$ cat config.mk
export PLATFORM = sky130hd
export DESIGN_NAME = clint_flat
export DESIGN_NICKNAME = d
export VERILOG_FILES = /design/src/common/soc_pkg.sv /design/src/common/mem_bus_if.sv /design/src/clint/clint.sv /design/src/flat_wrapper.sv
export SDC_FILE = /design/constraint.sdc
export NUM_CORES = 1
export LEC_CHECK = 0
export ABC_AREA = 1
export BUFFER_PORTS_ARGS = -buffer_cell sky130_fd_sc_hd__buf_2
export CORE_ASPECT_RATIO = 1.2
export CORE_MARGIN = 3
export CORE_UTILIZATION = 30
export DETAILED_ROUTE_END_ITERATION = 12
export RECOVER_POWER = 25
export SYNTH_ARGS = -nofsm -noshare
export SYNTH_HDL_FRONTEND = slang
export SYNTH_SLANG_ARGS = --single-unit
export TNS_END_PERCENT = 100
$ cat constraint.sdc
create_clock -name clk -period 5.6 [get_ports clk]
set_input_delay 0.28 -clock clk [delete_from_list [all_inputs] [get_ports clk]]
set_output_delay 0.28 -clock clk [all_outputs]
set_load 0.1 [all_outputs]
$ cat src/common/soc_pkg.sv
`default_nettype none

package soc_pkg;

  ////////////////////
  // Address map.

  localparam int BRAM_WORDS     = 1024;
  localparam int BRAM_ADDR_BITS = $clog2(BRAM_WORDS);

  localparam logic [31:0] UART_BASE_ADDR  = 32'h1000_0000;
  localparam logic [31:0] UART_TOP_ADDR   = 32'h1000_0010;
  localparam logic [31:0] CLINT_BASE_ADDR = 32'h0200_0000;
  localparam logic [31:0] CLINT_TOP_ADDR  = 32'h0201_0000;

  ////////////////////
  // Dividers.

  localparam logic [31:0] RTC_DIVIDER  = 32'd4;
  localparam logic [15:0] CLKS_PER_BIT = 16'd8;

  // Last count of a full bit and of half a bit.
  localparam logic [15:0] BIT_LAST      = CLKS_PER_BIT - 16'd1;
  localparam logic [15:0] HALF_BIT_LAST = (CLKS_PER_BIT >> 1) - 16'd1;

  ////////////////////
  // Register offsets.

  localparam logic [3:0] UART_TX_OFFSET     = 4'h0;
  localparam logic [3:0] UART_RX_OFFSET     = 4'h4;
  localparam logic [3:0] UART_STATUS_OFFSET = 4'h8;

  localparam logic [15:0] CLINT_MSIP_OFFSET     = 16'h0000;
  localparam logic [15:0] CLINT_MTIMECMP_OFFSET = 16'h4000;
  localparam logic [15:0] CLINT_MTIME_OFFSET    = 16'hBFF8;

  // Serial line states, shared by transmitter and receiver.
  typedef enum logic [1:0] {
    UART_IDLE,
    UART_START,
    UART_DATA,
    UART_STOP
  } uart_state_e;

endpackage

`default_nettype wire

$ cat src/common/mem_bus_if.sv
`timescale 1ns/1ps
`default_nettype none

interface mem_bus_if;

  logic        valid;
  logic        instr;
  logic [31:0] addr;
  logic [31:0] wdata;
  logic [3:0]  wstrb;
  logic [31:0] rdata;
  logic        ready;

  // Request side.
  modport master (
    output valid, instr, addr, wdata, wstrb,
    input  rdata, ready
  );

  // Target side.
  modport slave (
    input  valid, instr, addr, wdata, wstrb,
    output rdata, ready
  );

endinterface

`default_nettype wire

$ cat src/clint/clint.sv
`timescale 1ns/1ps
`default_nettype none

module clint (
  input  logic        clk,
  input  logic        rst_n,
  mem_bus_if.slave    bus,
  output logic        msip,
  output logic        mtip,
  output logic [63:0] mtime
);

  logic [31:0] rtc_count;
  logic        rtc_tick;
  logic [63:0] mtimecmp;
  logic [15:0] reg_offset;
  logic        access;
  logic        write;
  logic        ready_q;
  logic [31:0] rdata_q;
  logic [31:0] read_word;

  assign reg_offset = bus.addr[15:0];
  assign access     = bus.valid && !ready_q;
  assign write      = access && (bus.wstrb != 4'b0000);

  assign bus.ready = ready_q;
  assign bus.rdata = rdata_q;

  ////////////////////
  // Real-time tick.

  assign rtc_tick = (rtc_count == soc_pkg::RTC_DIVIDER - 32'd1);

  always_ff @(posedge clk or negedge rst_n) begin
    if (!rst_n) begin
      rtc_count <= '0;
    end else if (rtc_tick) begin
      rtc_count <= '0;
    end else begin
      rtc_count <= rtc_count + 32'd1;
    end
  end

  ////////////////////
  // Registers.

  always_comb begin
    case (reg_offset)
      soc_pkg::CLINT_MSIP_OFFSET:             read_word = {31'b0, msip};
      soc_pkg::CLINT_MTIMECMP_OFFSET:         read_word = mtimecmp[31:0];
      soc_pkg::CLINT_MTIMECMP_OFFSET + 16'd4: read_word = mtimecmp[63:32];
      soc_pkg::CLINT_MTIME_OFFSET:            read_word = mtime[31:0];
      soc_pkg::CLINT_MTIME_OFFSET + 16'd4:    read_word = mtime[63:32];
      default:                                read_word = '0;
    endcase
  end

  always_ff @(posedge clk) begin
    if (access) begin
      rdata_q <= read_word;
    end
  end

  // A software write to mtime overrides the tick.
  always_ff @(posedge clk or negedge rst_n) begin
    if (!rst_n) begin
      ready_q  <= 1'b0;
      msip     <= 1'b0;
      mtip     <= 1'b0;
      mtime    <= '0;
      mtimecmp <= '1;
    end else begin
      ready_q <= access;
      mtip    <= (mtime >= mtimecmp);
      if (rtc_tick) begin
        mtime <= mtime + 64'd1;
      end
      if (write) begin
        case (reg_offset)
          soc_pkg::CLINT_MSIP_OFFSET:             msip <= bus.wdata[0];
          soc_pkg::CLINT_MTIMECMP_OFFSET:         mtimecmp[31:0] <= bus.wdata;
          soc_pkg::CLINT_MTIMECMP_OFFSET + 16'd4: mtimecmp[63:32] <= bus.wdata;
          soc_pkg::CLINT_MTIME_OFFSET:            mtime[31:0] <= bus.wdata;
          soc_pkg::CLINT_MTIME_OFFSET + 16'd4:    mtime[63:32] <= bus.wdata;
          default: ;
        endcase
      end
    end
  end

endmodule

`default_nettype wire

$ cat src/flat_wrapper.sv
// flat-port wrapper written by rule: the top's interface ports become plain ports
module clint_flat 
  (clk, rst_n, msip, mtip, mtime, bus_valid, bus_instr, bus_addr, bus_wdata, bus_wstrb, bus_rdata, bus_ready);
  mem_bus_if bus_i ();
  input  logic clk;
  input  logic rst_n;
  output logic msip;
  output logic mtip;
  output logic [63:0] mtime;
  input wire logic [$bits(bus_i.valid)-1:0] bus_valid;
  input wire logic [$bits(bus_i.instr)-1:0] bus_instr;
  input wire logic [$bits(bus_i.addr)-1:0] bus_addr;
  input wire logic [$bits(bus_i.wdata)-1:0] bus_wdata;
  input wire logic [$bits(bus_i.wstrb)-1:0] bus_wstrb;
  output wire logic [$bits(bus_i.rdata)-1:0] bus_rdata;
  output wire logic [$bits(bus_i.ready)-1:0] bus_ready;
  assign bus_i.valid = bus_valid;
  assign bus_i.instr = bus_instr;
  assign bus_i.addr = bus_addr;
  assign bus_i.wdata = bus_wdata;
  assign bus_i.wstrb = bus_wstrb;
  assign bus_rdata = bus_i.rdata;
  assign bus_ready = bus_i.ready;
  clint u_core (.clk(clk), .rst_n(rst_n), .bus(bus_i), .msip(msip), .mtip(mtip), .mtime(mtime));
endmodule
==> PnR_summary.wiki <==
{| class="wikitable"
! Metric !! Value
|-
| Power per cell area || between 150 and 200 nW/um^2
|-
| Instance area at placement || roughly 14000 sq um
|-
| Distinct cell type count of the synthesized netlist || 46
|-
| Maximum count of clock buffers along a single path || 2
|-
| Worst hold-check path type || in -> reg
|-
| Register bit count reported by yosys || between 150 and 200
|-
| Area share of and/or/nand/nor cells after synthesis || 0.310
|-
| VDD IR-drop max || 0.202 mV
|-
| Overflow left after global routing || 0
|-
| Reg-to-reg critical path startpoint || u_core.bus.ready$_DFF_PN0_
|-
| Filler cell count in the final layout || 4615
|-
| Number of buffers created by CTS || 17
|-
| Hold Path Stages || 3
|-
| Ports || 171
|-
| Number of placement rows || 83
|-
| CP max FO || 46
|-
| Post-synth top area share || 0.187
|-
| Fraction of synthesized cell area in xor and xnor cells || 0.0311
|-
| Lkg Pwr || ~6.6 nW
|-
| Number of endpoints failing setup at the final stage || 0
|-
| Clk pin slew, worst setup/hold paths || around 0.080 ns
|-
| Count of TritonRoute iterations in the first routing pass || 5
|-
| Via count || ~13000
|-
| Worst Hold Slack || 0.0416 ns
|-
| Crit path capture type || flip-flop
|-
| Synthesized netlist net count || approximately 2000
|-
| Final WS setup || approximately 1.7 ns
|-
| Die height || between 200 and 250 um
|-
| Relative slew slack || -0.404
|-
| Core Region || approximately 43000 sq um
|-
| Post-synth top cells || 566 x nand2_1, 264 x inv_1, 187 x nor2_1
|-
| Async set or reset register ratio after synthesis || 0.836
|-
| Final standard cell count with taps included and fillers excluded || approximately 2600
|-
| Start point of the worst hold path || bus_wdata[9]
|-
| Final Total Pwr || 2.87 mW
|-
| Wirelength per Cell || about 18 um
|-
| Min cycle time layout || roughly 3.9 ns
|-
| Final WL || ~46000 um
|-
| Worst setup path class || reg -> reg
|-
| Final design area excluding fillers || 15000 sq um
|-
| Portion of netlist area occupied by mux cells || 0
|-
| Final worst path period share || 0.691
|-
| Maximum frequency from static timing analysis || 258 MHz
|-
| Syn Inst Count || between 1500 and 2000
|-
| Syn avg cell area || around 7 sq um
|-
| Number of clock sinks || 195
|-
| Antenna violations before repair || 2
|-
| Run status || finished, violations left
|-
| Number of cells on the worst reg-to-reg path || 8
|-
| Worst-case hold path end point || u_core.mtime[41]$_DFF_PN0_
|-
| Dominant combinational cell family by area after synthesis || simple AND/OR/NAND/NOR gates
|-
| Required time reported for the critical path endpoint || around 6.0 ns
|-
| # H-tree levels || 4
|-
| Cell chosen for the clock root || clkbuf_16
|-
| Initial standard-cell utilization of the core || 0.306
|-
| Ys flop type || dfrtp_1
|-
| Die area || 46700 sq um
|-
| Register-to-register setup slack || about 1.7 ns
|-
| Global-route wire length before repair || about 71000 um
|-
| Vias in the first global route || roughly 13000
|-
| Final number of hold-violating endpoints || 0
|-
| Violations in the final reports || max-capacitance violations, max-slew violations
|-
| Number of warnings reported in the yosys synthesis log || 0
|-
| Gpl congestion || about 0.96
|-
| Clk_skew || roughly 0.011 ns
|-
| Transition time of the tightest slew-check pin || roughly 2.1 ns
|-
| Complex-gate fraction of the synthesized area || 0.110
|-
| Area of the multi-input gates || slightly below 7000 sq um
|-
| Synth Area in Adders || 0.0624
|-
| Final core occ || 0.348
|-
| Worst reg2reg endpoint || u_core.mtime[53]$_DFF_PN0_
|-
| Unrepaired setup endpoints after global routing || false
|-
| Cell count after placement || approximately 2500
|-
| Area added between synthesis and finish || 13.6%
|-
| Fraction of layout cells with a size suffix above 1 || 0.150
|-
| Pin count of the biggest net entering global routing || just over 70
|-
| Number of nets with antenna violations after routing || 0
|-
| Count of port buffers added during placement || 153
|-
| DIE WIDTH || between 150 and 200 um
|-
| Combined global-route utilization of all metal layers || 0.197
|-
| Max Cap Viol || 4
|-
| Number of post-CTS setup repair buffers || 0
|-
| Post-DP HPWL || around 35000 um
|-
| Number of flops mapped to enable cells by yosys || 32
|-
| Aggregate negative setup slack || 0 ns
|-
| Dominant cell by count in the synthesized netlist || nand2_1
|-
| Post-route DRC violation count || 0
|-
| FF+latch area || ~5000 sq um
|-
| Setup slack at placement || about 2.3 ns
|-
| Number of nets in the layout || 2123
|-
| Proportion of synthesized chip area in sequential cells || 0.387
|-
| Detailed router's first-iteration violation count || ~760
|-
| Arrival @ worst endpoint || 4.24 ns
|-
| Biggest area contributors in the synthesized netlist || dfrtp_1 19%, nand2_1 16%, dfstp_2 13%, inv_1 7.5%, edfxtp_1 7.3%
|-
| Category of the worst setup path launch point || flip-flop
|-
| Avg Vias per Cell || 4.92
|-
| Final-report max-slew violation count || between 200 and 250
|-
| Cell taking the most area after synthesis || dfrtp_1
|-
| Clock latency at the later pin of the worst-skew pair || ~0.47 ns
|-
| Netlist area before placement || approximately 13000 sq um
|-
| CTS tree || built
|}
timing repair:
item,4_1_cts,5_1_grt
hold endpoints to repair,22,0
resized for setup,0,0
hold buffers,1,0
where the power goes:
| part | internal (mW) | leakage (nW) | switching, mW |
|---|---|---|---|
| clock network | 0.625 | 0.272 | 0.613 |
| logic | 0.0264 | 4.21 | 0.146 |
| registers | 1.45 | 2.10 | 0.00369 |
| total | 2.10 | 6.58 | 0.763 |
registers in the layout (all words and copies together), names as in the netlist:
name              cells
u_core.mtime         64
u_core.mtimecmp      64
u_core.bus.rdata     32
u_core.rtc_count     32
u_core.bus.ready      1
u_core.msip           1
u_core.mtip           1
per-layer routing:
layer / part of all wire / vias up / global-route usage
li1: - / 6249 / -
met1: 0.41 / 5894 / 0.228
met2: 0.50 / 303 / 0.353
met3: 0.039 / 91 / 0.0314
met4: 0.044 / 2 / 0.0901
met5: 0.00015 / - / 0
worst max-delay path, stage by stage, from the launching register on:
cell	delay [ns]
dfrtp_1	0.41
nor2_4	0.10
clkbuf_1	1.49
and2_1	0.53
nand2_4	0.40
clkinv_2	0.54
nand2_1	0.10
nand2_1	0.09
inv_1	0.04
kinds of logic after synthesis:
| group | count (synthesis) |
|---|---|
| adders and majority gates | 66 |
| DFF | 195 |
| and+or+nand+nor | 962 |
| AOI/OAI and AO/OA | 261 |
| buffers and inverters | 325 |
| xor gates and xnor gates | 47 |
cell type report:
class,count,area share
antenna,1,0.000167
clock buffer,17,0.0283
clock inverter,15,0.00999
inverter,273,0.0683
multi-input combinational,1336,0.452
sequential,195,0.341
tap,552,0.0460
timing repair buffer,162,0.0543
cells in the final DEF, fill, tap and decap left out, types with 3 or more instances in the layout:
cell        instances
o21ai_0            63
nand4_1            49
nor4_1              6
a31oi_1             9
o21ai_1           112
clkinvlp_4          4
o2111ai_1          31
ha_1               66
a21oi_1            37
inv_6               5
nor2_4              6
nand2_1           565
dfstp_2            64
inv_2               8
edfxtp_1           32
inv_1             264
buf_2             144
xor2_1             23
xnor2_1            24
nand3b_1            3
clkinv_2            3
clkbuf_1           10
nand3_1            90
nor2_2             16
nor3_1             16
nand2_2            11
clkbuf_16          17
buf_4               5
dfrtp_1            99
nor2_1            188
how the worst max path moves through the flow:
stage                                         from                          to
finish                  u_core.bus.ready$_DFF_PN0_  u_core.mtime[53]$_DFF_PN0_
global route            u_core.bus.ready$_DFF_PN0_  u_core.mtime[61]$_DFF_PN0_
detailed placement  u_core.rtc_count[17]$_DFF_PN0_  u_core.mtime[45]$_DFF_PN0_
floorplan               u_core.bus.ready$_DFF_PN0_   u_core.mtime[0]$_DFF_PN0_
global placement    u_core.rtc_count[16]$_DFF_PN0_  u_core.mtime[45]$_DFF_PN0_
CTS                 u_core.rtc_count[17]$_DFF_PN0_  u_core.mtime[45]$_DFF_PN0_
Power figures use the tool's default switching activity.
