===== src/common/soc_pkg.sv =====
`default_nettype none

package soc_pkg;

  ////////////////////
  // Address map.

  localparam int BRAM_WORDS     = 1024;
  localparam int BRAM_ADDR_BITS = $clog2(BRAM_WORDS);

  localparam logic [31:0] UART_BASE_ADDR  = 32'h1000_0000;
  localparam logic [31:0] UART_TOP_ADDR   = 32'h1000_0010;
  localparam logic [31:0] CLINT_BASE_ADDR = 32'h0200_0000;
  localparam logic [31:0] CLINT_TOP_ADDR  = 32'h0201_0000;

  ////////////////////
  // Dividers.

  localparam logic [31:0] RTC_DIVIDER  = 32'd4;
  localparam logic [15:0] CLKS_PER_BIT = 16'd8;

  // Last count of a full bit and of half a bit.
  localparam logic [15:0] BIT_LAST      = CLKS_PER_BIT - 16'd1;
  localparam logic [15:0] HALF_BIT_LAST = (CLKS_PER_BIT >> 1) - 16'd1;

  ////////////////////
  // Register offsets.

  localparam logic [3:0] UART_TX_OFFSET     = 4'h0;
  localparam logic [3:0] UART_RX_OFFSET     = 4'h4;
  localparam logic [3:0] UART_STATUS_OFFSET = 4'h8;

  localparam logic [15:0] CLINT_MSIP_OFFSET     = 16'h0000;
  localparam logic [15:0] CLINT_MTIMECMP_OFFSET = 16'h4000;
  localparam logic [15:0] CLINT_MTIME_OFFSET    = 16'hBFF8;

  // Serial line states, shared by transmitter and receiver.
  typedef enum logic [1:0] {
    UART_IDLE,
    UART_START,
    UART_DATA,
    UART_STOP
  } uart_state_e;

endpackage

`default_nettype wire


===== src/common/mem_bus_if.sv =====
`timescale 1ns/1ps
`default_nettype none

interface mem_bus_if;

  logic        valid;
  logic        instr;
  logic [31:0] addr;
  logic [31:0] wdata;
  logic [3:0]  wstrb;
  logic [31:0] rdata;
  logic        ready;

  // Request side.
  modport master (
    output valid, instr, addr, wdata, wstrb,
    input  rdata, ready
  );

  // Target side.
  modport slave (
    input  valid, instr, addr, wdata, wstrb,
    output rdata, ready
  );

endinterface

`default_nettype wire


===== src/uart/uart.sv =====
`timescale 1ns/1ps
`default_nettype none

module uart (
  input  logic     clk,
  input  logic     rst_n,
  mem_bus_if.slave bus,
  input  logic     rx,
  output logic     tx
);

  soc_pkg::uart_state_e tx_state;
  logic [15:0] tx_cnt;
  logic [2:0]  tx_bit;
  logic [7:0]  tx_shift;
  logic        tx_busy;
  logic        tx_wait;
  logic        tx_load;

  soc_pkg::uart_state_e rx_state;
  logic [15:0] rx_cnt;
  logic [2:0]  rx_bit;
  logic [7:0]  rx_shift;
  logic [7:0]  rx_data;
  logic        rx_meta;
  logic        rx_sync;
  logic        rx_valid;
  logic        rx_read;

  logic [3:0]  reg_offset;
  logic        access;
  logic        write;
  logic        ready_q;
  logic [31:0] rdata_q;

  assign reg_offset = bus.addr[3:0];
  assign access     = bus.valid && !ready_q;
  assign write      = (bus.wstrb != 4'b0000);

  assign tx_busy = (tx_state != soc_pkg::UART_IDLE);
  // TX write while a frame is running stalls the master.
  assign tx_wait = write && (reg_offset == soc_pkg::UART_TX_OFFSET) && tx_busy;
  assign tx_load = access && write && (reg_offset == soc_pkg::UART_TX_OFFSET) && !tx_busy;
  assign rx_read = access && !write && (reg_offset == soc_pkg::UART_RX_OFFSET);

  assign bus.ready = ready_q;
  assign bus.rdata = rdata_q;

  always_ff @(posedge clk or negedge rst_n) begin
    if (!rst_n) begin
      ready_q <= 1'b0;
    end else begin
      ready_q <= access && !tx_wait;
    end
  end

  always_ff @(posedge clk) begin
    if (access) begin
      case (reg_offset)
        soc_pkg::UART_RX_OFFSET:     rdata_q <= {24'h0, rx_data};
        soc_pkg::UART_STATUS_OFFSET: rdata_q <= {30'h0, rx_valid, tx_busy};
        default:                     rdata_q <= '0;
      endcase
    end
  end

  ////////////////////
  // Transmitter.

  always_ff @(posedge clk) begin
    if (tx_load) begin
      tx_shift <= bus.wdata[7:0];
    end else if (tx_state == soc_pkg::UART_DATA && tx_cnt == soc_pkg::BIT_LAST) begin
      tx_shift <= tx_shift >> 1;
    end
  end

  // The line follows the state one cycle later.
  always_ff @(posedge clk or negedge rst_n) begin
    if (!rst_n) begin
      tx_state <= soc_pkg::UART_IDLE;
      tx_cnt   <= '0;
      tx_bit   <= '0;
      tx       <= 1'b1;
    end else begin
      case (tx_state)
        soc_pkg::UART_START: begin
          tx <= 1'b0;
          if (tx_cnt == soc_pkg::BIT_LAST) begin
            tx_cnt   <= '0;
            tx_state <= soc_pkg::UART_DATA;
          end else begin
            tx_cnt <= tx_cnt + 16'd1;
          end
        end
        soc_pkg::UART_DATA: begin
          tx <= tx_shift[0];
          if (tx_cnt == soc_pkg::BIT_LAST) begin
            tx_cnt <= '0;
            tx_bit <= tx_bit + 3'd1;
            if (tx_bit == 3'd7) begin
              tx_state <= soc_pkg::UART_STOP;
            end
          end else begin
            tx_cnt <= tx_cnt + 16'd1;
          end
        end
        soc_pkg::UART_STOP: begin
          tx <= 1'b1;
          if (tx_cnt == soc_pkg::BIT_LAST) begin
            tx_cnt   <= '0;
            tx_state <= soc_pkg::UART_IDLE;
          end else begin
            tx_cnt <= tx_cnt + 16'd1;
          end
        end
        default: begin
          tx     <= 1'b1;
          tx_cnt <= '0;
          tx_bit <= '0;
          if (tx_load) begin
            tx_state <= soc_pkg::UART_START;
          end
        end
      endcase
    end
  end

  ////////////////////
  // Receiver.

  always_ff @(posedge clk) begin
    if (rx_state == soc_pkg::UART_DATA && rx_cnt == soc_pkg::BIT_LAST) begin
      rx_shift <= {rx_sync, rx_shift[7:1]};
    end
    if (rx_state == soc_pkg::UART_STOP && rx_cnt == soc_pkg::BIT_LAST && rx_sync) begin
      rx_data <= rx_shift;
    end
  end

  always_ff @(posedge clk or negedge rst_n) begin
    if (!rst_n) begin
      rx_meta  <= 1'b1;
      rx_sync  <= 1'b1;
      rx_state <= soc_pkg::UART_IDLE;
      rx_cnt   <= '0;
      rx_bit   <= '0;
      rx_valid <= 1'b0;
    end else begin
      rx_meta <= rx;
      rx_sync <= rx_meta;
      if (rx_read) begin
        rx_valid <= 1'b0;
      end
      case (rx_state)
        // Check the start bit again at its centre.
        soc_pkg::UART_START: begin
          if (rx_cnt == soc_pkg::HALF_BIT_LAST) begin
            rx_cnt <= '0;
            if (rx_sync) begin
              rx_state <= soc_pkg::UART_IDLE;
            end else begin
              rx_state <= soc_pkg::UART_DATA;
            end
          end else begin
            rx_cnt <= rx_cnt + 16'd1;
          end
        end
        soc_pkg::UART_DATA: begin
          if (rx_cnt == soc_pkg::BIT_LAST) begin
            rx_cnt <= '0;
            rx_bit <= rx_bit + 3'd1;
            if (rx_bit == 3'd7) begin
              rx_state <= soc_pkg::UART_STOP;
            end
          end else begin
            rx_cnt <= rx_cnt + 16'd1;
          end
        end
        soc_pkg::UART_STOP: begin
          if (rx_cnt == soc_pkg::BIT_LAST) begin
            rx_cnt   <= '0;
            rx_state <= soc_pkg::UART_IDLE;
            if (rx_sync) begin
              rx_valid <= 1'b1;
            end
          end else begin
            rx_cnt <= rx_cnt + 16'd1;
          end
        end
        default: begin
          rx_cnt <= '0;
          rx_bit <= '0;
          if (!rx_sync) begin
            rx_state <= soc_pkg::UART_START;
          end
        end
      endcase
    end
  end

endmodule

`default_nettype wire


===== src/flat_wrapper.sv =====
// flat-port wrapper written by rule: the top's interface ports become plain ports
module uart_flat 
  (clk, rst_n, rx, tx, bus_valid, bus_instr, bus_addr, bus_wdata, bus_wstrb, bus_rdata, bus_ready);
  mem_bus_if bus_i ();
  input  logic clk;
  input  logic rst_n;
  input  logic rx;
  output logic tx;
  input wire logic [$bits(bus_i.valid)-1:0] bus_valid;
  input wire logic [$bits(bus_i.instr)-1:0] bus_instr;
  input wire logic [$bits(bus_i.addr)-1:0] bus_addr;
  input wire logic [$bits(bus_i.wdata)-1:0] bus_wdata;
  input wire logic [$bits(bus_i.wstrb)-1:0] bus_wstrb;
  output wire logic [$bits(bus_i.rdata)-1:0] bus_rdata;
  output wire logic [$bits(bus_i.ready)-1:0] bus_ready;
  assign bus_i.valid = bus_valid;
  assign bus_i.instr = bus_instr;
  assign bus_i.addr = bus_addr;
  assign bus_i.wdata = bus_wdata;
  assign bus_i.wstrb = bus_wstrb;
  assign bus_rdata = bus_i.rdata;
  assign bus_ready = bus_i.ready;
  uart u_core (.clk(clk), .rst_n(rst_n), .bus(bus_i), .rx(rx), .tx(tx));
endmodule

===== config.mk =====
export PLATFORM = sky130hd
export DESIGN_NAME = uart_flat
export DESIGN_NICKNAME = d
export VERILOG_FILES = /design/src/common/soc_pkg.sv /design/src/common/mem_bus_if.sv /design/src/uart/uart.sv /design/src/flat_wrapper.sv
export SDC_FILE = /design/constraint.sdc
export NUM_CORES = 1
export LEC_CHECK = 0
export BUFFER_PORTS_ARGS = -buffer_cell sky130_fd_sc_hd__buf_2
export CORE_MARGIN = 2
export CORE_UTILIZATION = 36
export CTS_BUF_LIST = sky130_fd_sc_hd__clkbuf_4
export DETAILED_ROUTE_END_ITERATION = 12
export SLEW_MARGIN = 15
export SYNTH_ARGS = -nofsm -noshare
export SYNTH_HDL_FRONTEND = slang
export SYNTH_SLANG_ARGS = --single-unit

===== constraint.sdc =====
create_clock -name clk -period 2.4 [get_ports clk]
set_input_delay 0.6 -clock clk [delete_from_list [all_inputs] [get_ports clk]]
set_output_delay 0.6 -clock clk [all_outputs]
set_load 0.02 [all_outputs]

==> impl_metrics.toml <==
[timing]
period_minus_slack_ns = 2.06
clock.fmax_ghz = 0.484
setup_viol = 0
worstMarginPinSlew_ns = 0.625
hold_viol = 0
max_slew_margin_pct = 58.3
period_share_pct = 86.0
hold_slack_ns = 0.100
fin_setup_tns_ns = 0
grt_setup_unrepaired = "no"
fin_worst_skew_ns = 0.0179
drv_slew = 0

[clock_network]
cts_resized = 0
ctsHoldBuffers = 0
clock_latency_ns = 0.42
clockBufferDepth = 2
cts_tree = "yes"
cts_buffers = 9
post_cts_buffers = 0
clkSinkCount = 79
clkTransAtPathRegs_ns = 0.14
cts_root_buffer = "clkbuf_4"
htree_levels = 3

[die]
dieArea_um2 = 11600
fp-row-count = 37
chipHeight_um = 108
start_util_pct = 37.3
io-pin-count = 107
core_um2 = 10400
die_w_um = 108

[power]
finalPower_mw = 2.92
p_leak_nw = 1.81
power.density_nw_per_um2 = 689
ir_drop_uv = 489

[worst_setup_path]
setup.worst_path.start_class = "register"
arrival_ns = 2.16
critPathMaxFanout = 8
crit_chain = "nor4_1, nand4_2, nor3_1, and3_1"
required_ns = 2.49
cp-startpoint = "u_core.rx_cnt[13]"
r2r-end = "u_core.rx_data[2]"
cp_num_buf_inv = 0
critPathSlowestCell = "dfrtp_1"
reg2reg_from = "u_core.rx_cnt[13]"
cp-end-kind = "register"
max_stage_delay_ns = 0.44
critPathKind = "register to register"
r2r_cells = 4
crit_family = "simple AND/OR/NAND/NOR gates"
reg2reg_slack_ns = 0.34

[place]
io_buffer_count = 29
gp_congestion = 0.797
hpwl_mm = 4.73
place_area_um2 = 4110

[run]
cap_viol_max_count = 0

[final_layout]
fillers = 1033
post-route-cell-area_um2 = 4230
nets = 453
syn2layout_area_growth_pct = 9.44
drive_gt1_share_pct = 20.6
mostFrequentLayoutCells = "dfrtp_1, edfxtp_1, buf_2, nor2_1, conb_1"
final_common_cell = "dfrtp_1"
final_core_util_pct = 40.8

[yosys]
yosysWarnings = 0
synth-seq-area-share_pct = 55.3
synth_edf_count = 32
ys_seq_elements = 79
syn_inst = 332
synth_cell_types = 50
synth.avg_cell_area_um2 = 11.7
async_flop_share_pct = 59.5
synth_top_flop_cell = "dfrtp_1"
netlist_area_um2 = 3870

[grt]
grt-ovfl-total = 0
grt_pass1_vias = 2289
gr-usage-all-layers_pct = 11.8
antenna_found_initial = 0
grt_first_pass_wirelength_mm = 10.7
grt_max_degree = 21

[drt]
viasPerCell = 4.81
drt-pass1-iter-count = 5
num_vias = 2459
routed_wl_mm = 6.64
antenna_left = 0
drt_iter0_drc = 93
drc = 0
wl_per_cell_um = 13.0

[run_status]
status = "complete, no violations"

[hold_path]
hold_path.class = "input pin to async pin"
==> registers in the layout, indices dropped and copies added (netlist names), named ones only <==
name              cells
u_core.rx_bit         3
u_core.rx_state       1
u_core.tx_shift       8
u_core.tx_cnt        16
u_core.tx_bit         3
u_core.rx_meta        1
u_core.bus.rdata      8
u_core.rx_data        8
u_core.rx_valid       1
u_core.tx             1
u_core.rx_cnt        16
u_core.rx_shift       8
u_core.tx_state       2
u_core.rx_sync        1
u_core.bus.ready      1
==> through the flow <==
step | instances | worst slack [ns]
5_1_grt | 510 | 0.106
2_1_floorplan | 355 | 0.122
4_1_cts | 510 | 0.294
3_5_place_dp | 494 | 0.117
6_report | 511 | 0.335
3_3_place_gp | 494 | 0.142
==> cells by family after synthesis <==
logic type,count (synthesis),synth area share [%]
AND/OR/NAND/NOR,117,17.5
other,1,0.0969
multiplexers,13,3.72
AO/OA/AOI/OAI,38,6.76
flip-flops,79,55.3
adder cells (fa/ha/maj),11,3.56
buffers and inverters,47,7.15
XOR/XNOR,26,5.89
==> synth_stat cells, drive strengths merged, types with 2 or more instances <==
master	count	share of area, %
dfrtp	44	28
edfxtp	32	25
buf	28	5.2
nor2	27	2.6
a21oi	17	2.2
xnor2	17	3.8
nor4	14	2.4
inv	12	1.2
nand2	12	1.2
nand3	12	1.6
nor3	12	1.6
ha	11	3.6
mux2	11	3.2
nand4	10	2.3
and2	9	1.5
xor2	9	2.0
clkbuf	7	0.78
and4	4	0.91
o21ai	4	0.52
a22o	3	0.68
a311o	3	0.78
dfstp	3	2.0
nand2b	3	0.49
o211ai	3	0.71
or3	3	0.49
a21boi	2	0.39
a22oi	2	0.39
and3	2	0.32
mux2i	2	0.52
nor2b	2	0.32
or2	2	0.39
==> how the worst max path moves through the flow <==
stage | to | cells past startpoint
after floorplan | u_core.rx_shift[0] | 4
after global placement | u_core.tx_state[1] | 5
after detailed placement | u_core.tx_state[1] | 5
after CTS | u_core.rx_data[2] | 4
after global routing | u_core.rx_data[2] | 4
final | u_core.rx_data[2] | 4
==> power breakdown <==
part           leakage [nW]  switching [mW]  internal (mW)  total (mW)
Clock                0.0644           0.506          0.225       0.731
Combinational         0.834           0.324          0.222       0.547
Sequential            0.908           0.131           1.51        1.64
Total                  1.81           0.962           1.96        2.92
==> routing by layer <==
layer  global-route usage [%]  routed length (µm)
met2                     19.6                3230
met5                        0                   0
met4                     4.03                  72
met1                     14.2                3020
met3                     4.42                 314
==> area by class of cell <==
cell class                 instances  area, µm²  area share [%]
timing repair buffer              38        213            5.02
sequential                        79       2140            50.6
inverter                          12       45.0            1.06
multi-input combinational        229       1540            36.3
clock inverter                     7       57.6            1.36
antenna                            1       2.50          0.0591
tap                              136        170            4.02
clock buffer                       9       67.6            1.60
(Power assumes the default switching activity.)
