<file path="config.mk">
export PLATFORM = sky130hd
export DESIGN_NAME = bus_decoder_flat
export DESIGN_NICKNAME = d
export VERILOG_FILES = /design/src/common/soc_pkg.sv /design/src/common/mem_bus_if.sv /design/src/hw/bus_decoder.sv /design/src/flat_wrapper.sv
export SDC_FILE = /design/constraint.sdc
export NUM_CORES = 1
export LEC_CHECK = 0
export ABC_AREA = 1
export BUFFER_PORTS_ARGS = -buffer_cell sky130_fd_sc_hd__buf_4
export CORE_AREA = 2 2 158 160
export DETAILED_ROUTE_END_ITERATION = 10
export DIE_AREA = 0 0 160 162
export GPL_TIMING_DRIVEN = 1
export PLACE_DENSITY = 0.46
export SETUP_SLACK_MARGIN = 0.4
export SYNTH_ARGS = -nofsm -noshare
export SYNTH_HDL_FRONTEND = slang
export SYNTH_SLANG_ARGS = --single-unit
export TNS_END_PERCENT = 20
</file>
<file path="constraint.sdc">
create_clock -name vclk -period 0.8
set_input_delay 0.04 -clock vclk [all_inputs]
set_output_delay 0.04 -clock vclk [all_outputs]
set_load 0.02 [all_outputs]
</file>
<file path="src/common/soc_pkg.sv">
`default_nettype none

package soc_pkg;

  ////////////////////
  // Address map.

  localparam int BRAM_WORDS     = 1024;
  localparam int BRAM_ADDR_BITS = $clog2(BRAM_WORDS);

  localparam logic [31:0] UART_BASE_ADDR  = 32'h1000_0000;
  localparam logic [31:0] UART_TOP_ADDR   = 32'h1000_0010;
  localparam logic [31:0] CLINT_BASE_ADDR = 32'h0200_0000;
  localparam logic [31:0] CLINT_TOP_ADDR  = 32'h0201_0000;

  ////////////////////
  // Dividers.

  localparam logic [31:0] RTC_DIVIDER  = 32'd4;
  localparam logic [15:0] CLKS_PER_BIT = 16'd8;

  // Last count of a full bit and of half a bit.
  localparam logic [15:0] BIT_LAST      = CLKS_PER_BIT - 16'd1;
  localparam logic [15:0] HALF_BIT_LAST = (CLKS_PER_BIT >> 1) - 16'd1;

  ////////////////////
  // Register offsets.

  localparam logic [3:0] UART_TX_OFFSET     = 4'h0;
  localparam logic [3:0] UART_RX_OFFSET     = 4'h4;
  localparam logic [3:0] UART_STATUS_OFFSET = 4'h8;

  localparam logic [15:0] CLINT_MSIP_OFFSET     = 16'h0000;
  localparam logic [15:0] CLINT_MTIMECMP_OFFSET = 16'h4000;
  localparam logic [15:0] CLINT_MTIME_OFFSET    = 16'hBFF8;

  // Serial line states, shared by transmitter and receiver.
  typedef enum logic [1:0] {
    UART_IDLE,
    UART_START,
    UART_DATA,
    UART_STOP
  } uart_state_e;

endpackage

`default_nettype wire

</file>
<file path="src/common/mem_bus_if.sv">
`timescale 1ns/1ps
`default_nettype none

interface mem_bus_if;

  logic        valid;
  logic        instr;
  logic [31:0] addr;
  logic [31:0] wdata;
  logic [3:0]  wstrb;
  logic [31:0] rdata;
  logic        ready;

  // Request side.
  modport master (
    output valid, instr, addr, wdata, wstrb,
    input  rdata, ready
  );

  // Target side.
  modport slave (
    input  valid, instr, addr, wdata, wstrb,
    output rdata, ready
  );

endinterface

`default_nettype wire

</file>
<file path="src/hw/bus_decoder.sv">
`timescale 1ns/1ps
`default_nettype none

module bus_decoder (
  mem_bus_if.slave  cpu,
  mem_bus_if.master ram,
  mem_bus_if.master uart_bus,
  mem_bus_if.master clint_bus
);

  logic uart_hit;
  logic clint_hit;

  assign uart_hit  = (cpu.addr >= soc_pkg::UART_BASE_ADDR) &&
                     (cpu.addr < soc_pkg::UART_TOP_ADDR);
  assign clint_hit = (cpu.addr >= soc_pkg::CLINT_BASE_ADDR) &&
                     (cpu.addr < soc_pkg::CLINT_TOP_ADDR);

  // Anything outside the peripheral windows lands in RAM.
  assign ram.valid       = cpu.valid && !uart_hit && !clint_hit;
  assign uart_bus.valid  = cpu.valid && uart_hit;
  assign clint_bus.valid = cpu.valid && clint_hit;

  assign ram.instr = cpu.instr;
  assign ram.addr  = cpu.addr;
  assign ram.wdata = cpu.wdata;
  assign ram.wstrb = cpu.wstrb;

  assign uart_bus.instr = cpu.instr;
  assign uart_bus.addr  = cpu.addr ^ soc_pkg::UART_BASE_ADDR;
  assign uart_bus.wdata = cpu.wdata;
  assign uart_bus.wstrb = cpu.wstrb;

  assign clint_bus.instr = cpu.instr;
  assign clint_bus.addr  = cpu.addr ^ soc_pkg::CLINT_BASE_ADDR;
  assign clint_bus.wdata = cpu.wdata;
  assign clint_bus.wstrb = cpu.wstrb;

  // Response from whichever target is ready.
  always_comb begin
    if (ram.ready) begin
      cpu.rdata = ram.rdata;
      cpu.ready = 1'b1;
    end else if (uart_bus.ready) begin
      cpu.rdata = uart_bus.rdata;
      cpu.ready = 1'b1;
    end else if (clint_bus.ready) begin
      cpu.rdata = clint_bus.rdata;
      cpu.ready = 1'b1;
    end else begin
      cpu.rdata = '0;
      cpu.ready = 1'b0;
    end
  end

endmodule

`default_nettype wire

</file>
<file path="src/flat_wrapper.sv">
// flat-port wrapper written by rule: the top's interface ports become plain ports
module bus_decoder_flat 
  (cpu_valid, cpu_instr, cpu_addr, cpu_wdata, cpu_wstrb, cpu_rdata, cpu_ready, ram_valid, ram_instr, ram_addr, ram_wdata, ram_wstrb, ram_rdata, ram_ready, uart_bus_valid, uart_bus_instr, uart_bus_addr, uart_bus_wdata, uart_bus_wstrb, uart_bus_rdata, uart_bus_ready, clint_bus_valid, clint_bus_instr, clint_bus_addr, clint_bus_wdata, clint_bus_wstrb, clint_bus_rdata, clint_bus_ready);
  mem_bus_if cpu_i ();
  mem_bus_if ram_i ();
  mem_bus_if uart_bus_i ();
  mem_bus_if clint_bus_i ();
  input wire logic [$bits(cpu_i.valid)-1:0] cpu_valid;
  input wire logic [$bits(cpu_i.instr)-1:0] cpu_instr;
  input wire logic [$bits(cpu_i.addr)-1:0] cpu_addr;
  input wire logic [$bits(cpu_i.wdata)-1:0] cpu_wdata;
  input wire logic [$bits(cpu_i.wstrb)-1:0] cpu_wstrb;
  output wire logic [$bits(cpu_i.rdata)-1:0] cpu_rdata;
  output wire logic [$bits(cpu_i.ready)-1:0] cpu_ready;
  output wire logic [$bits(ram_i.valid)-1:0] ram_valid;
  output wire logic [$bits(ram_i.instr)-1:0] ram_instr;
  output wire logic [$bits(ram_i.addr)-1:0] ram_addr;
  output wire logic [$bits(ram_i.wdata)-1:0] ram_wdata;
  output wire logic [$bits(ram_i.wstrb)-1:0] ram_wstrb;
  input wire logic [$bits(ram_i.rdata)-1:0] ram_rdata;
  input wire logic [$bits(ram_i.ready)-1:0] ram_ready;
  output wire logic [$bits(uart_bus_i.valid)-1:0] uart_bus_valid;
  output wire logic [$bits(uart_bus_i.instr)-1:0] uart_bus_instr;
  output wire logic [$bits(uart_bus_i.addr)-1:0] uart_bus_addr;
  output wire logic [$bits(uart_bus_i.wdata)-1:0] uart_bus_wdata;
  output wire logic [$bits(uart_bus_i.wstrb)-1:0] uart_bus_wstrb;
  input wire logic [$bits(uart_bus_i.rdata)-1:0] uart_bus_rdata;
  input wire logic [$bits(uart_bus_i.ready)-1:0] uart_bus_ready;
  output wire logic [$bits(clint_bus_i.valid)-1:0] clint_bus_valid;
  output wire logic [$bits(clint_bus_i.instr)-1:0] clint_bus_instr;
  output wire logic [$bits(clint_bus_i.addr)-1:0] clint_bus_addr;
  output wire logic [$bits(clint_bus_i.wdata)-1:0] clint_bus_wdata;
  output wire logic [$bits(clint_bus_i.wstrb)-1:0] clint_bus_wstrb;
  input wire logic [$bits(clint_bus_i.rdata)-1:0] clint_bus_rdata;
  input wire logic [$bits(clint_bus_i.ready)-1:0] clint_bus_ready;
  assign cpu_i.valid = cpu_valid;
  assign cpu_i.instr = cpu_instr;
  assign cpu_i.addr = cpu_addr;
  assign cpu_i.wdata = cpu_wdata;
  assign cpu_i.wstrb = cpu_wstrb;
  assign cpu_rdata = cpu_i.rdata;
  assign cpu_ready = cpu_i.ready;
  assign ram_valid = ram_i.valid;
  assign ram_instr = ram_i.instr;
  assign ram_addr = ram_i.addr;
  assign ram_wdata = ram_i.wdata;
  assign ram_wstrb = ram_i.wstrb;
  assign ram_i.rdata = ram_rdata;
  assign ram_i.ready = ram_ready;
  assign uart_bus_valid = uart_bus_i.valid;
  assign uart_bus_instr = uart_bus_i.instr;
  assign uart_bus_addr = uart_bus_i.addr;
  assign uart_bus_wdata = uart_bus_i.wdata;
  assign uart_bus_wstrb = uart_bus_i.wstrb;
  assign uart_bus_i.rdata = uart_bus_rdata;
  assign uart_bus_i.ready = uart_bus_ready;
  assign clint_bus_valid = clint_bus_i.valid;
  assign clint_bus_instr = clint_bus_i.instr;
  assign clint_bus_addr = clint_bus_i.addr;
  assign clint_bus_wdata = clint_bus_i.wdata;
  assign clint_bus_wstrb = clint_bus_i.wstrb;
  assign clint_bus_i.rdata = clint_bus_rdata;
  assign clint_bus_i.ready = clint_bus_ready;
  bus_decoder u_core (.cpu(cpu_i), .ram(ram_i), .uart_bus(uart_bus_i), .clint_bus(clint_bus_i));
endmodule
</file>
==> results of run 1 <==
-- what timing repair did --
item	in CTS	in global routing
pin swaps	35	21
gates cloned	10	0
buffers inserted	9	2
endpoints found under the setup margin	117	117
resized for setup	262	46
-- area by class of cell --
type                       count  area (um2)  area share [%]
timing repair inverter         2        27.5           0.502
timing repair buffer         318        3470            63.3
multi-input combinational    162        1460            26.6
inverter                      19         118            2.14
tap                          324         405            7.39
-- power breakdown --
| part | switching (mW) | internal, mW | total (mW) |
|---|---|---|---|
| Sequential | 0 | 0 | 0 |
| Clock | 0 | 0 | 0 |
| Combinational | 1.59 | 1.87 | 3.46 |
| Total | 1.59 | 1.87 | 3.46 |
-- kinds of logic after synthesis --
family / after synthesis
AOI/OAI and AO/OA: 64
and+or+nand+nor: 98
buffers and inverters: 242
-- metal layers --
metal / vias to the layer above / global-route usage (%) / routed length (um)
met5: - / 0 / 0
met4: 0 / 1.88 / 269
met3: 18 / 3.06 / 1510
met2: 265 / 17.8 / 6810
met1: 1261 / 9.45 / 4400
li1: 1284 / - / -
-- placed cells by master, fill, tap and decap left out, drive strengths merged --
master / count
a21oi: 64
nand2: 13
nor2: 47
clkinv: 3
nand3: 34
and2: 1
buf: 318
nor3: 3
inv: 18
-- path summary, 6_finish.rpt --
path,startpoint,endpoint,depth (start not counted)
min,cpu_wdata[28],clint_bus_wdata[28],0
max,cpu_addr[10],ram_valid,9
-- stage by stage --
stage | hold WS [ps] | util, % | instances | area [um2] | setup WS, ps
floorplan | 164 | - | 404 | 2920 | 85.5
global placement | 80.3 | 16.3 | 804 | 3930 | -410
detailed placement | 80.3 | 16.3 | 804 | 3930 | -387
CTS | 80.3 | 21.8 | 823 | 5260 | -201
global route | 80.0 | 22.8 | 825 | 5490 | -242
finish | 80.0 | 22.8 | 825 | 5490 | -213
==> run_results.csv, run 1 <==
group,metric,value,unit
critical_path,worstPathArrival,970,ps
pwr,ir_drop,297,uV
route,drtPass1Iterations,4,
route,detail-route-antenna-nets,0,
clock_network,cts_hold_buf,0,
critical_path,crit_required,760,ps
pwr,powerDensity,631,nW/um2
timing,rsz0062_at_grt,"true",
synth,synth_top_cells_by_area,"buf_4 (55%), nand3_2 (11%), a21oi_2 (9.4%)",
timing,fmax,987,MHz
global_route,grt_pass1_vias,3061,
finish,nFillCells,2647,
route,drt_iter0_markers,41,
critical_path,critPathCaptureType,"output pin",
timing,hold_viol,0,
synth,synth.yosys.seq_area_share,0,%
die,die_h,162,um
synth,synth_top_family_by_area,"buffers and inverters",
critical_path,critical-path-max-stage-delay,170,ps
die,ioPinCount,412,
placement,gp_congestion,0.762,
global_route,grt_overflow,0,
timing,setup_tns,-1190,ps
timing,worst_pin_slew,203,ps
synth,synth_cell_types,16,
pwr,fin_total_pwr,3.46,mW
route,wl_per_cell,15.7,um
synth,synthAdderAreaFrac,0,%
synth,synth.cell_area,2790,um2
finish,antennaDiodeCount,0,
route,vias,2828,
global_route,grt_pass1_wl,18.5,mm
synth,yosysMostFrequentCell,"buf_4",
die,die_w,160,um
critical_path,cp_top_family,"simple AND/OR/NAND/NOR gates",
placement,hpwlAfterDp,9.94,mm
synth,synthTopCellsByCount,"buf_4 (206), nor2_1 (47), a21oi_1 (34), a21oi_2 (30), nand3_2 (30)",
timing,max_slew_margin,86.4,%
timing,worst_slack,-213,ps
critical_path,path_buf_inv,2,
flow_run,drv_cap,0,
synth,ys_warn_count,0,
global_route,antenna_found_initial,0,
synth,syn-num-nets,573,
finish,area_growth,96.5,%
pwr,power.leakage,2.36,nW
global_route,grt_max_degree,14,
min_path,min_path_type,"in2out",
synth,synthCells,404,
synth,synth-simple-area-share,20.5,%
finish,nClkBuffers,0,
die,std_cell_rows,57,
placement,port_buffers,248,
route,via_per_inst,3.43,
timing,setup_violations,21,
route,drc,0,
die,start_util,11.6,%
run_status,violations,"setup timing",
synth,post-synth-top-area-fraction,55.4,%
synth,synth-xor-area-share,0,%
finish,design.seq.count,0,
synth,synth_compound_area_share,15.5,%
finish,layout.nets,672,
critical_path,critPathMaxFanout,2,
finish,register_area,0,um2
global_route,grt_util_all_layers,9.13,%
critical_path,cp_cell_sequence,"buf_6, nor2_1, and2_1, nand2_1, nor2_2, nand2_2, nand2_2, nor2_4, buf_6",
timing,finalMaxSlewViolations,0,
synth,synthMuxAreaShare,0,%
synth,synth_top_cell_by_area,"buf_4",
run_status,status,"complete, but fails checks",
finish,drive_above_1_share,89.2,%
critical_path,slowest_stage,"nor2_2",
route,drt_wl_total,13.0,mm
timing,period_minus_slack,1010,ps
die,dieArea,25900,um2
critical_path,critPathKind,"in2out",
timing,period_share,127,%
synth,syn_avg_cell_area,6.91,um2
die,coreArea,24100,um2
critical_path,startpoint_type,"input pin",
No activity file was read; power rests on OpenSTA's default activity.
==> run 2: changes to the inputs <==
- PLACE_DENSITY: 0.46 -> unset
==> run_results.csv, run 2 (synthesis gave the netlist of run 1 again) <==
group,metric,value,unit
route,drt_iter0_markers,76,
critical_path,critPathKind,"in2out",
critical_path,worstPathArrival,900,ps
route,detail-route-antenna-nets,0,
placement,place_area,3830,um2
finish,layout.nets,660,
finish,nClkBuffers,0,
pwr,powerDensity,639,nW/um2
timing,worst_slack,-140,ps
critical_path,critPathCaptureType,"output pin",
finish,antennaDiodeCount,0,
finish,drive_above_1_share,94.9,%
min_path,min_path_type,"in2out",
timing,hold_viol,0,
placement,port_buffers,248,
timing,worst_pin_slew,187,ps
route,drc,0,
route,vias,2861,
finish,final_util,22.8,%
timing,fmax,1060,MHz
placement,hpwlAfterDp,9.77,mm
finish,layout_commonest_cell,"buf_6",
route,drtPass1Iterations,4,
die,std_cell_rows,57,
route,drt_wl_total,13.8,mm
die,ioPinCount,412,
critical_path,critical-path-max-stage-delay,140,ps
critical_path,critPathMaxFanout,2,
die,coreArea,24100,um2
timing,period_share,117,%
global_route,antenna_found_initial,0,
timing,max_slew_margin,87.4,%
die,die_h,162,um
global_route,grt_max_degree,17,
global_route,grt_pass1_vias,3047,
route,via_per_inst,3.52,
critical_path,slowest_stage,"and2_1",
critical_path,crit_required,760,ps
finish,area_growth,97.3,%
critical_path,startpoint_type,"input pin",
critical_path,cp_top_family,"simple AND/OR/NAND/NOR gates",
timing,rsz0062_at_grt,"true",
timing,setup_violations,15,
flow_run,drv_cap,0,
route,wl_per_cell,17.0,um
pwr,fin_total_pwr,3.52,mW
timing,period_minus_slack,940,ps
die,start_util,11.6,%
finish,register_area,0,um2
pwr,ir_drop,321,uV
placement,gp_congestion,0.801,
timing,hold_slack,80.0,ps
timing,finalMaxSlewViolations,0,
global_route,grt_util_all_layers,9.15,%
critical_path,path_buf_inv,2,
finish,stdcell_area,5510,um2
finish,final_cell_mix,"buf_6 (140), buf_4 (129), a21oi_2 (34), a21oi_4 (29), nand3_2 (28)",
global_route,grt_overflow,0,
die,die_w,160,um
run_status,violations,"setup timing",
run_status,status,"complete, but fails checks",
critical_path,cp_cell_sequence,"buf_4, nor2_1, and2_1, nand2_1, nor2_1, nand2_2, nand2_2, nor2_4, buf_6",
finish,design.seq.count,0,
global_route,grt_pass1_wl,18.1,mm
pwr,power.leakage,2.31,nW
die,dieArea,25900,um2
run 2: power by group:
group	switching, mW	total, mW	internal, mW
Combinational	1.67	3.52	1.85
Clock	0	0	0
Sequential	0	0	0
Total	1.67	3.52	1.85
run 2: area by class of cell:
type | instances | area (um2)
multi-input combinational | 162 | 1610
timing repair inverter | 2 | 46.3
timing repair buffer | 306 | 3320
inverter | 19 | 126
tap | 324 | 405
fill | 2565 | 18600
run 2: metal layers:
layer	up-vias	routed length [um]	track usage [%]
li1	1254	-	-
met1	1278	4640	8.97
met2	299	7300	18.9
met3	30	1410	2.63
met4	0	455	1.84
met5	-	0	0
run 2: final timing paths:
path | cells after the start | to | slack (ps) | from
worst max-delay path | 9 | ram_valid | -140 | cpu_addr[13]
worst min-delay path | 0 | ram_wdata[25] | 80 | cpu_wdata[25]
run 2: timing repair:
item                                    in CTS  in global routing
cloned                                      11                  1
hold buffers                                 0                  0
endpoints found under the hold margin        0                  0
resized for setup                          195                149
buffers inserted                             3                  2
endpoints found under the setup margin     115                115
pin swaps                                   30                 37
run 2: per-stage QoR:
stage | TNS (ps) | setup slack [ps] | cells
final | -633 | -140 | 813
after global routing | -1200 | -198 | 813
after CTS | -683 | -207 | 810
after detailed placement | -2050 | -236 | 796
after global placement | -2040 | -232 | 796
after floorplan | 0 | 85.5 | 404
